$ cat config.mk
export PLATFORM = sky130hd
export DESIGN_NAME = alu
export DESIGN_NICKNAME = d
export VERILOG_FILES = /design/src/common/isa_pkg.sv /design/src/common/alu_pkg.sv /design/src/alu/alu.sv
export SDC_FILE = /design/constraint.sdc
export NUM_CORES = 1
export LEC_CHECK = 0
export BUFFER_PORTS_ARGS = -buffer_cell sky130_fd_sc_hd__buf_4
export CAP_MARGIN = 15
export CELL_PAD_IN_SITES_DETAIL_PLACEMENT = 0
export CELL_PAD_IN_SITES_GLOBAL_PLACEMENT = 1
export CORE_MARGIN = 3
export CORE_UTILIZATION = 40
export DETAILED_ROUTE_END_ITERATION = 8
export GPL_TIMING_DRIVEN = 0
export PLACE_DENSITY = 0.95
export SETUP_SLACK_MARGIN = 0.15
export SYNTH_ARGS = -nofsm -noshare
export SYNTH_HDL_FRONTEND = slang
export SYNTH_SLANG_ARGS = --single-unit
$ cat constraint.sdc
create_clock -name vclk -period 9.45
set_input_delay 1.89 -clock vclk [all_inputs]
set_output_delay 1.89 -clock vclk [all_outputs]
set_load 0.01 [all_outputs]
$ cat src/common/isa_pkg.sv
`default_nettype none

package isa_pkg;

    typedef logic [5:0] opcode_t;   // Primary opcode, instr[31:26]
    typedef logic [5:0] funct_t;    // R-type function, instr[5:0]
    typedef logic [4:0] rt_field_t; // rt field, instr[20:16]

    // Primary opcodes
    localparam opcode_t OP_SPECIAL = 6'b000000;
    localparam opcode_t OP_REGIMM  = 6'b000001;
    localparam opcode_t OP_BEQ     = 6'b000100;
    localparam opcode_t OP_BNE     = 6'b000101;
    localparam opcode_t OP_BLEZ    = 6'b000110;
    localparam opcode_t OP_BGTZ    = 6'b000111;
    localparam opcode_t OP_ADDIU   = 6'b001001;
    localparam opcode_t OP_SLTI    = 6'b001010;
    localparam opcode_t OP_SLTIU   = 6'b001011;
    localparam opcode_t OP_ANDI    = 6'b001100;
    localparam opcode_t OP_ORI     = 6'b001101;
    localparam opcode_t OP_XORI    = 6'b001110;

    // SPECIAL function codes
    localparam funct_t FN_SLL   = 6'b000000;
    localparam funct_t FN_SRL   = 6'b000010;
    localparam funct_t FN_SRA   = 6'b000011;
    localparam funct_t FN_SLLV  = 6'b000100;
    localparam funct_t FN_SRLV  = 6'b000110;
    localparam funct_t FN_SRAV  = 6'b000111;
    localparam funct_t FN_JR    = 6'b001000;
    localparam funct_t FN_JALR  = 6'b001001;
    localparam funct_t FN_MFHI  = 6'b010000;
    localparam funct_t FN_MFLO  = 6'b010010;
    localparam funct_t FN_MULT  = 6'b011000;
    localparam funct_t FN_MULTU = 6'b011001;
    localparam funct_t FN_DIV   = 6'b011010;
    localparam funct_t FN_DIVU  = 6'b011011;
    localparam funct_t FN_ADDU  = 6'b100001;
    localparam funct_t FN_SUBU  = 6'b100011;
    localparam funct_t FN_AND   = 6'b100100;
    localparam funct_t FN_OR    = 6'b100101;
    localparam funct_t FN_XOR   = 6'b100110;
    localparam funct_t FN_SLT   = 6'b101010;
    localparam funct_t FN_SLTU  = 6'b101011;

    // REGIMM branch selects in rt
    localparam rt_field_t RT_BLTZ   = 5'b00000;
    localparam rt_field_t RT_BGEZ   = 5'b00001;
    localparam rt_field_t RT_BLTZAL = 5'b10000;
    localparam rt_field_t RT_BGEZAL = 5'b10001;

endpackage

`default_nettype wire

$ cat src/common/alu_pkg.sv
`default_nettype none

package alu_pkg;

    typedef logic [31:0] word_t;  // Register-width operand
    typedef logic [4:0]  shamt_t; // Shift amount

    // Encoding kept compatible with the older single-module ALU
    typedef enum logic [4:0] {
        ALU_AND     = 5'b00000,
        ALU_OR      = 5'b00001,
        ALU_XOR     = 5'b00010,
        ALU_ADDU    = 5'b00011,
        ALU_SUBU    = 5'b00100,
        ALU_SLTU    = 5'b00101,
        ALU_SLT     = 5'b00110,
        ALU_MULTU   = 5'b00111,
        ALU_MULT    = 5'b01000,
        ALU_SLL     = 5'b01001,
        ALU_SLLV    = 5'b01010,
        ALU_SRA     = 5'b01011,
        ALU_SRL     = 5'b01100,
        ALU_SRAV    = 5'b01101,
        ALU_SRLV    = 5'b01110,
        ALU_DIV     = 5'b01111,
        ALU_DIVU    = 5'b10000,
        ALU_MFHI    = 5'b10001,
        ALU_MFLO    = 5'b10010,
        ALU_BLTZ    = 5'b10011,
        ALU_BGTZ    = 5'b10100,
        ALU_BGEZ    = 5'b10101,
        ALU_BNE     = 5'b10110,
        ALU_BLEZ    = 5'b10111,
        ALU_JR      = 5'b11000,
        ALU_ILLEGAL = 5'b11111
    } alu_op_t;

    typedef enum logic [1:0] {
        SHIFT_LL = 2'b00, // Left logical
        SHIFT_RL = 2'b01, // Right logical
        SHIFT_RA = 2'b10  // Right arithmetic
    } shift_kind_t;

    typedef struct packed {
        logic               valid;    // Qualifies the HI/LO write
        isa_pkg::opcode_t   opcode;
        isa_pkg::funct_t    funct;
        isa_pkg::rt_field_t rt_field;
        shamt_t             shamt;
        word_t              a;        // rs value
        word_t              b;        // rt value or extended immediate
    } ex_in_t;

    typedef struct packed {
        word_t result;
        logic  zero;
        logic  illegal;
    } ex_out_t;

    typedef struct packed {
        word_t hi;
        word_t lo;
    } hilo_t;

endpackage

`default_nettype wire

$ cat src/alu/alu.sv
`timescale 1ns/1ps
`default_nettype none

module alu (
    input  alu_pkg::alu_op_t     alu_op,
    input  alu_pkg::word_t       a,
    input  alu_pkg::word_t       b,
    input  alu_pkg::shamt_t      shamt,
    input  alu_pkg::hilo_t       hilo,
    output alu_pkg::shift_kind_t shift_kind,
    output alu_pkg::shamt_t      shift_amount,
    input  alu_pkg::word_t       shifted,
    output alu_pkg::ex_out_t     ex_out
);

    alu_pkg::word_t result;
    logic           a_neg;
    logic           a_is_zero;

    assign a_neg     = a[31];
    assign a_is_zero = (a == '0);

    // Shift control for the barrel shifter
    always_comb begin
        case (alu_op)
            alu_pkg::ALU_SRL,
            alu_pkg::ALU_SRLV: shift_kind = alu_pkg::SHIFT_RL;
            alu_pkg::ALU_SRA,
            alu_pkg::ALU_SRAV: shift_kind = alu_pkg::SHIFT_RA;
            default:           shift_kind = alu_pkg::SHIFT_LL;
        endcase
    end

    always_comb begin
        case (alu_op)
            alu_pkg::ALU_SLLV,
            alu_pkg::ALU_SRLV,
            alu_pkg::ALU_SRAV: shift_amount = a[4:0]; // Low bits of rs
            default:           shift_amount = shamt;
        endcase
    end

    // Branch ops return 0 when taken, so zero reads as taken
    always_comb begin
        case (alu_op)
            alu_pkg::ALU_AND:  result = a & b;
            alu_pkg::ALU_OR:   result = a | b;
            alu_pkg::ALU_XOR:  result = a ^ b;
            alu_pkg::ALU_ADDU: result = a + b;
            alu_pkg::ALU_SUBU: result = a - b;
            alu_pkg::ALU_SLTU: result = {31'b0, a < b};
            alu_pkg::ALU_SLT:  result = {31'b0, $signed(a) < $signed(b)};
            alu_pkg::ALU_SLL,
            alu_pkg::ALU_SLLV,
            alu_pkg::ALU_SRL,
            alu_pkg::ALU_SRLV,
            alu_pkg::ALU_SRA,
            alu_pkg::ALU_SRAV: result = shifted;
            alu_pkg::ALU_MFHI: result = hilo.hi;
            alu_pkg::ALU_MFLO: result = hilo.lo;
            alu_pkg::ALU_BLTZ: result = {31'b0, !a_neg};
            alu_pkg::ALU_BGEZ: result = {31'b0, a_neg};
            alu_pkg::ALU_BGTZ: result = {31'b0, a_neg || a_is_zero};
            alu_pkg::ALU_BLEZ: result = {31'b0, !(a_neg || a_is_zero)};
            alu_pkg::ALU_BNE:  result = {31'b0, a == b};
            alu_pkg::ALU_JR:   result = a;                // Jump target
            default:           result = '0;               // Mult, div and illegal
        endcase
    end

    assign ex_out = '{
        result:  result,
        zero:    (result == '0),
        illegal: (alu_op == alu_pkg::ALU_ILLEGAL)
    };

endmodule

`default_nettype wire

# After elaboration in Yosys (flattened, before gate mapping)
# Cells that the tools add are included.
# word_totals
register_bits	0
elab_cells	42
out_inout_bits	41
input_bits	170
# op_classes
n_reduce_logical	10
bitwise	3
eq_ne	22
n_mux	3
n_lt_le_gt_ge	2
add_sub_neg	2
# op_table
cell	n
$pmux W32 S16	1
$logic_not A32 Y1	2
$lt A32 B32 Y1	2
$eq A5 B5 Y1 const B	9
$add A32 B32 Y32	1
$and A32 B32 Y32	1
$eq A32 B32 Y1	1
$or A32 B32 Y32	1
$sub A32 B32 Y32	1
$xor A32 B32 Y32	1
$eq A5 B4 Y1 const B	6
$eq A5 B3 Y1 const B	3
$eq A5 B2 Y1 const B	2
$reduce_or A6 Y1	1
$eq A5 B1 Y1 const B	1
$logic_not A5 Y1	1
$mux W5	1
$pmux W2 S2	1
$reduce_or A2 Y1	2
$reduce_or A3 Y1	1
$logic_not A1 Y1	2
$logic_or A1 B1 Y1	1

# Longest topological paths before layout
# Gate-level depths: netlist of run 1.
# depth
word_depth	5
ltp_mapped	15
mapped_depth_nobuf	15

# Worst setup path after synthesis of run 1
# Ideal clock, no wire load.
# synth_timing
path_kind	in2out
from	input b[1]
to	output ex_out[1] (netlist name)
path_stages	13
slack_ps	1878
n_path_buf	0
t_arrival_ps	5682
required_ps	7560
cell_sequence	inv_1 > ha_1 > a211oi_1 > o31ai_1 > nor2b_1 > a211oi_1 > o31a_1 > nor4_1 > or4b_1 > or4_1 > or4b_1 > or4_1 > nor4_2
# synth_lines
element	line	text
start: declaration	alu.sv:7	input alu_pkg::word_t b,
end: declaration	alu.sv:13	output alu_pkg::ex_out_t ex_out

==> reports/metrics.yaml, run 1 <==
portBuffers: 209
first_pass_iters: 8
power_density_nw_per_um2: 59.85
fin_nets: 1511
tns_ns: 0
path_cells: "buf_4, inv_1, ha_1, clkbuf_1, a221o_1, a41oi_1, a21oi_1, o21ai_0, a32oi_1, or4b_1, or4_1, or4b_1, or4_1, nor4_2, buf_4"
startpoint: "a[8]"
dieArea_sq_um: 18260
max_stage_delay_ns: 0.66
arrival_ns: 7.07
seqCellArea_sq_um: 0
required_ns: 7.56
dp_hpwl_mm: 29.83
viasPerCell: 6.588
min_to: "shift_amount[1]"
final_cell_mix: "buf_4, inv_1, ha_1"
avgRoutedWirePerCell_um: 25.40
finalCritPeriodShare_pct: 94.77
worst-path-buf-inv: 4
worstSetupEndpointType: "output pin"
synth_fp_nets: 1300
synth_area_sq_um: 6669
drive_gt1_share_pct: 19.77
seq_cell_count: 0
holdCritPathClass: "in -> out"
status: "completed"
grt_overflow: 0
clock_buffers: 0
ant_nets: 0
cp_top_family: "simple AND/OR/NAND/NOR gates"
pwr-share-comb_pct: 100.0
rows: 46
power_frac_clock_pct: 0
leakage_nw: 3.817
tightest_slew_ns: 1.133
io-pin-count: 211
max_clock_freq_ghz: 0.1117
crit_fanout: 10
pwr-share-seq_pct: 0
hold_viol_final: 0
wl_mm: 36.95
grt_pass1_vias: 9016
cts_resized: 0
ir_drop_uv: 35.16
max_slew_margin_pct: 24.45
vias: 9586
synth_area_per_cell_sq_um: 6.475
syn2layout_area_growth_pct: 27.58
cap_violations: 0
final_common_cell: "buf_4"
grt_max_degree: 11
maxSlewViolCount: 0
cts_setup_buffers: 0
grt_pass1_wl_mm: 53.71
drcViolationCount: 0
diodes: 0
hold_buffers: 0
worst_hold_startpoint: "shamt[1]"
antenna_found_initial: 1
switchingPower_w: 0.0003102
post-place-ws_ns: 0.5961
synth_cell_types: 74
fin_ws_ns: 0.4943
gp_congestion: 1.089
core_area_sq_um: 16120
crit_slowest_cell: "a41oi_1"
whs_path_depth: 3
die_y_um: 135.1
switching_share_pct: 60.91
p_int_w: 0.0001990
cp-start-kind: "input port"
first_iter_violations: 1397
crit_type: "in -> out"
setup_violations: 0
rsz0062_at_grt: "false"
syn_inst: 1030
grt_usage_pct: 37.98
yosysWarningCount: 0
ys_seq_area_share_pct: 0
min_period_ns: 8.956
die_w_um: 135.1
start_util_pct: 41.38
## synth_stat cells, drive strengths merged, types with 13 or more instances
cell type  count  share of area [%]
o31ai         16                1.8
a222oi        23                3.5
nor2b         19                1.8
o21ai         48                3.6
nor4          27                2.6
a22oi         18                2.0
nand2         84                4.7
nor2          81                4.6
a221oi        18                2.4
buf           16                1.2
nand4         20                1.9
o211ai        21                2.4
clkbuf        48                2.7
a21oi         93                7.0
nor3          33                2.5
ha            98                 18
inv          103                5.8
and3          26                2.4
a211oi        20                2.3
nand2b        13                1.2
nand3         21                1.6
## layer usage
layer	wire, um	track usage, %	up-vias
met5	13	0	-
met4	1588	13.61	2
met3	4320	8.271	118
met2	16590	62.11	677
met1	14440	49.18	4450
li1	-	-	4339
## final cells by class
| class | count | area, sq um |
|---|---|---|
| Buffer | 64 | 261.5 |
| Fill cell | 1729 | 7607 |
| Inverter | 103 | 386.6 |
| Multi-Input combinational cell | 863 | 6021 |
| Tap cell | 216 | 270.3 |
| Timing Repair Buffer | 209 | 1569 |
## logic make-up after synthesis
group,count (synthesis),synth area share (%)
XOR/XNOR,9,1.182
AO/OA/AOI/OAI,366,39.23
multiplexers,11,1.745
buffers and inverters,167,9.719
AND/OR/NAND/NOR,377,29.14
adder cells (fa/ha/maj),100,18.99
## stage by stage
| stage | instances | util, % | power [W] | area (sq um) | hold WS [ns] |
|---|---|---|---|---|---|
| global route | 1455 | 52.80 | 0.0005442 | 8508 | 4.098 |
| detailed placement | 1455 | 52.80 | 0.0004902 | 8508 | 4.090 |
| finish | 1455 | 52.80 | 0.0005092 | 8508 | 4.087 |
| global placement | 1455 | 52.80 | 0.0004928 | 8508 | 4.086 |
| floorplan | 1030 | - | 0.0002793 | 6669 | 3.931 |
| CTS | 1455 | 52.80 | 0.0004932 | 8508 | 4.090 |
## how the worst max path moves through the flow
stage	to	cells past startpoint	slack, ns
final	ex_out[1]	15	0.49
after global routing	ex_out[1]	16	0.36
after CTS	ex_out[1]	16	0.59
after detailed placement	ex_out[1]	16	0.60
after global placement	ex_out[1]	16	0.50
after floorplan	ex_out[1]	13	1.88
## power by group through the flow
stage / combinational [W] / sequential, W / clock, W
floorplan: 0.000279 / 0 / 0
finish: 0.000509 / 0 / 0
global placement: 0.000493 / 0 / 0
global route: 0.000544 / 0 / 0
CTS: 0.000493 / 0 / 0
detailed placement: 0.000490 / 0 / 0
(Power assumes the default switching activity.)
==> run 2, diff against run 1 <==
--- a/config.mk
+++ b/config.mk
@@ -9,11 +9,12 @@
 export CAP_MARGIN = 15
 export CELL_PAD_IN_SITES_DETAIL_PLACEMENT = 0
 export CELL_PAD_IN_SITES_GLOBAL_PLACEMENT = 1
+export CORE_ASPECT_RATIO = 1.2
 export CORE_MARGIN = 3
-export CORE_UTILIZATION = 40
+export CORE_UTILIZATION = 37
 export DETAILED_ROUTE_END_ITERATION = 8
 export GPL_TIMING_DRIVEN = 0
-export PLACE_DENSITY = 0.95
+export PLACE_DENSITY = 0.94
 export SETUP_SLACK_MARGIN = 0.15
 export SYNTH_ARGS = -nofsm -noshare
 export SYNTH_HDL_FRONTEND = slang
==> constraint.sdc (replaced) <==
create_clock -name vclk -period 9.4
set_input_delay 1.88 -clock vclk [all_inputs]
set_output_delay 1.88 -clock vclk [all_outputs]
set_load 0.01 [all_outputs]
==> reports/metrics.yaml, run 2 (synthesis results as in run 1) <==
first_pass_iters: 6  # was 8
crit_fanout: 10  # unchanged
ir_drop_uv: 39.90  # was 35.16 uV
min_period_ns: 8.976
viasPerCell: 6.612  # was 6.588
syn2layout_area_growth_pct: 27.73  # was 27.58%
leakage_nw: 3.821  # was 3.817 nW
io-pin-count: 211  # unchanged
grt_usage_pct: 36.52  # was 37.98%
cts_setup_buffers: 0  # unchanged
hold_buffers: 0  # unchanged
cts_resized: 0  # unchanged
final_cell_mix: "buf_4, inv_1, ha_1"  # unchanged
rows: 53  # was 46
status: "completed"  # unchanged
grt_pass1_wl_mm: 55.76  # was 53.71 mm
max_clock_freq_ghz: 0.1114
drive_gt1_share_pct: 19.84  # was 19.77%
crit_type: "in -> out"  # unchanged
antenna_found_initial: 0  # was 1
seq_cell_count: 0  # unchanged
max_slew_margin_pct: 29.16  # was 24.45%
whs_ns: 4.065  # was 4.087 ns
holdCritPathClass: "in -> out"  # unchanged
gp_congestion: 1.011  # was 1.089
startpoint: "a[8]"  # unchanged
rsz0062_at_grt: "false"  # unchanged
min_to: "shift_amount[2]"  # was shift_amount[1]
fin_nets: 1512  # was 1511
maxSlewViolCount: 0  # unchanged
tns_ns: 0  # unchanged
final_common_cell: "buf_4"  # unchanged
first_iter_violations: 1054  # was 1397
path_cells: "buf_4, inv_1, ha_1, clkbuf_1, a221o_1, a41oi_1, a21oi_1, o21ai_0, a32oi_1, or4b_1, or4_1, or4b_1, or4_1, nor4_2, buf_4"  # unchanged
required_ns: 7.52  # was 7.56 ns
worst-path-buf-inv: 4  # unchanged
avgRoutedWirePerCell_um: 26.17  # was 25.40 um
dieArea_sq_um: 19680  # was 18260 sq um
worst_hold_startpoint: "shamt[2]"  # was shamt[1]
start_util_pct: 37.95  # was 41.38%
die_y_um: 153.1  # was 135.1 um
worstSetupEndpointType: "output pin"  # unchanged
vias: 9654  # was 9586
max_stage_delay_ns: 0.69  # was 0.66 ns
seqCellArea_sq_um: 0  # unchanged
power_density_nw_per_um2: 60.92  # was 59.85 nW/um^2
arrival_ns: 7.10  # was 7.07 ns
portBuffers: 209  # unchanged
clock_buffers: 0  # unchanged
cp-start-kind: "input port"  # unchanged
die_w_um: 128.6  # was 135.1 um
grt_max_degree: 11  # unchanged
finalCritPeriodShare_pct: 95.49
wl_mm: 38.21  # was 36.95 mm
setup_violations: 0  # unchanged
grt_pass1_vias: 9307  # was 9016
cap_violations: 0  # unchanged
ant_nets: 0  # unchanged
hold_viol_final: 0  # unchanged
drcViolationCount: 0  # unchanged
dp_hpwl_mm: 31.27  # was 29.83 mm
core_area_sq_um: 17570  # was 16120 sq um
grt_overflow: 0  # unchanged
diodes: 0  # unchanged
whs_path_depth: 3  # unchanged
cp_top_family: "simple AND/OR/NAND/NOR gates"  # unchanged
tightest_slew_ns: 1.063  # was 1.133 ns
crit_slowest_cell: "a41oi_1"  # unchanged
run 2: cell count changes in the layout (fill, tap and decap cells not counted):
cell   delta
buf_2     +1
run 2: per-stage QoR:
step	power (W)	std cells	setup WS, ns	utilization, %	cell area, sq um
after floorplan	0.0002808	1030	1.848	-	6669
final	0.0005190	1460	0.4242	48.47	8518
after global placement	0.0005042	1459	0.5103	48.44	8513
after detailed placement	0.0005023	1460	0.5804	48.47	8518
after CTS	0.0005051	1460	0.5690	48.47	8518
after global routing	0.0005531	1460	0.2411	48.47	8518
run 2: how the worst max path moves through the flow:
| stage | end | depth (start not counted) |
|---|---|---|
| 2_1_floorplan | ex_out[1] | 13 |
| 3_3_place_gp | ex_out[1] | 15 |
| 3_5_place_dp | ex_out[1] | 15 |
| 4_1_cts | ex_out[1] | 15 |
| 5_1_grt | ex_out[1] | 15 |
| 6_report | ex_out[1] | 15 |
run 2: routing by layer:
layer / vias to the layer above / global-route usage (%) / routed length [um]
met4: 0 / 17.71 / 2421
li1: 4331 / - / -
met5: - / 0 / 0
met2: 609 / 62.95 / 18110
met1: 4564 / 44.92 / 14660
met3: 150 / 3.530 / 3016
run 2: where the power goes:
group,internal [W],switching (W)
Sequential,0,0
Clock,0,0
Combinational,0.000200,0.000319
run 2: final cells by class:
cell class / count / area, sq um
fill: 1924 / 9055
multi-input combinational: 863 / 6021
timing repair buffer: 210 / 1574
inverter: 103 / 386.6
tap: 220 / 275.3
buffer: 64 / 261.5
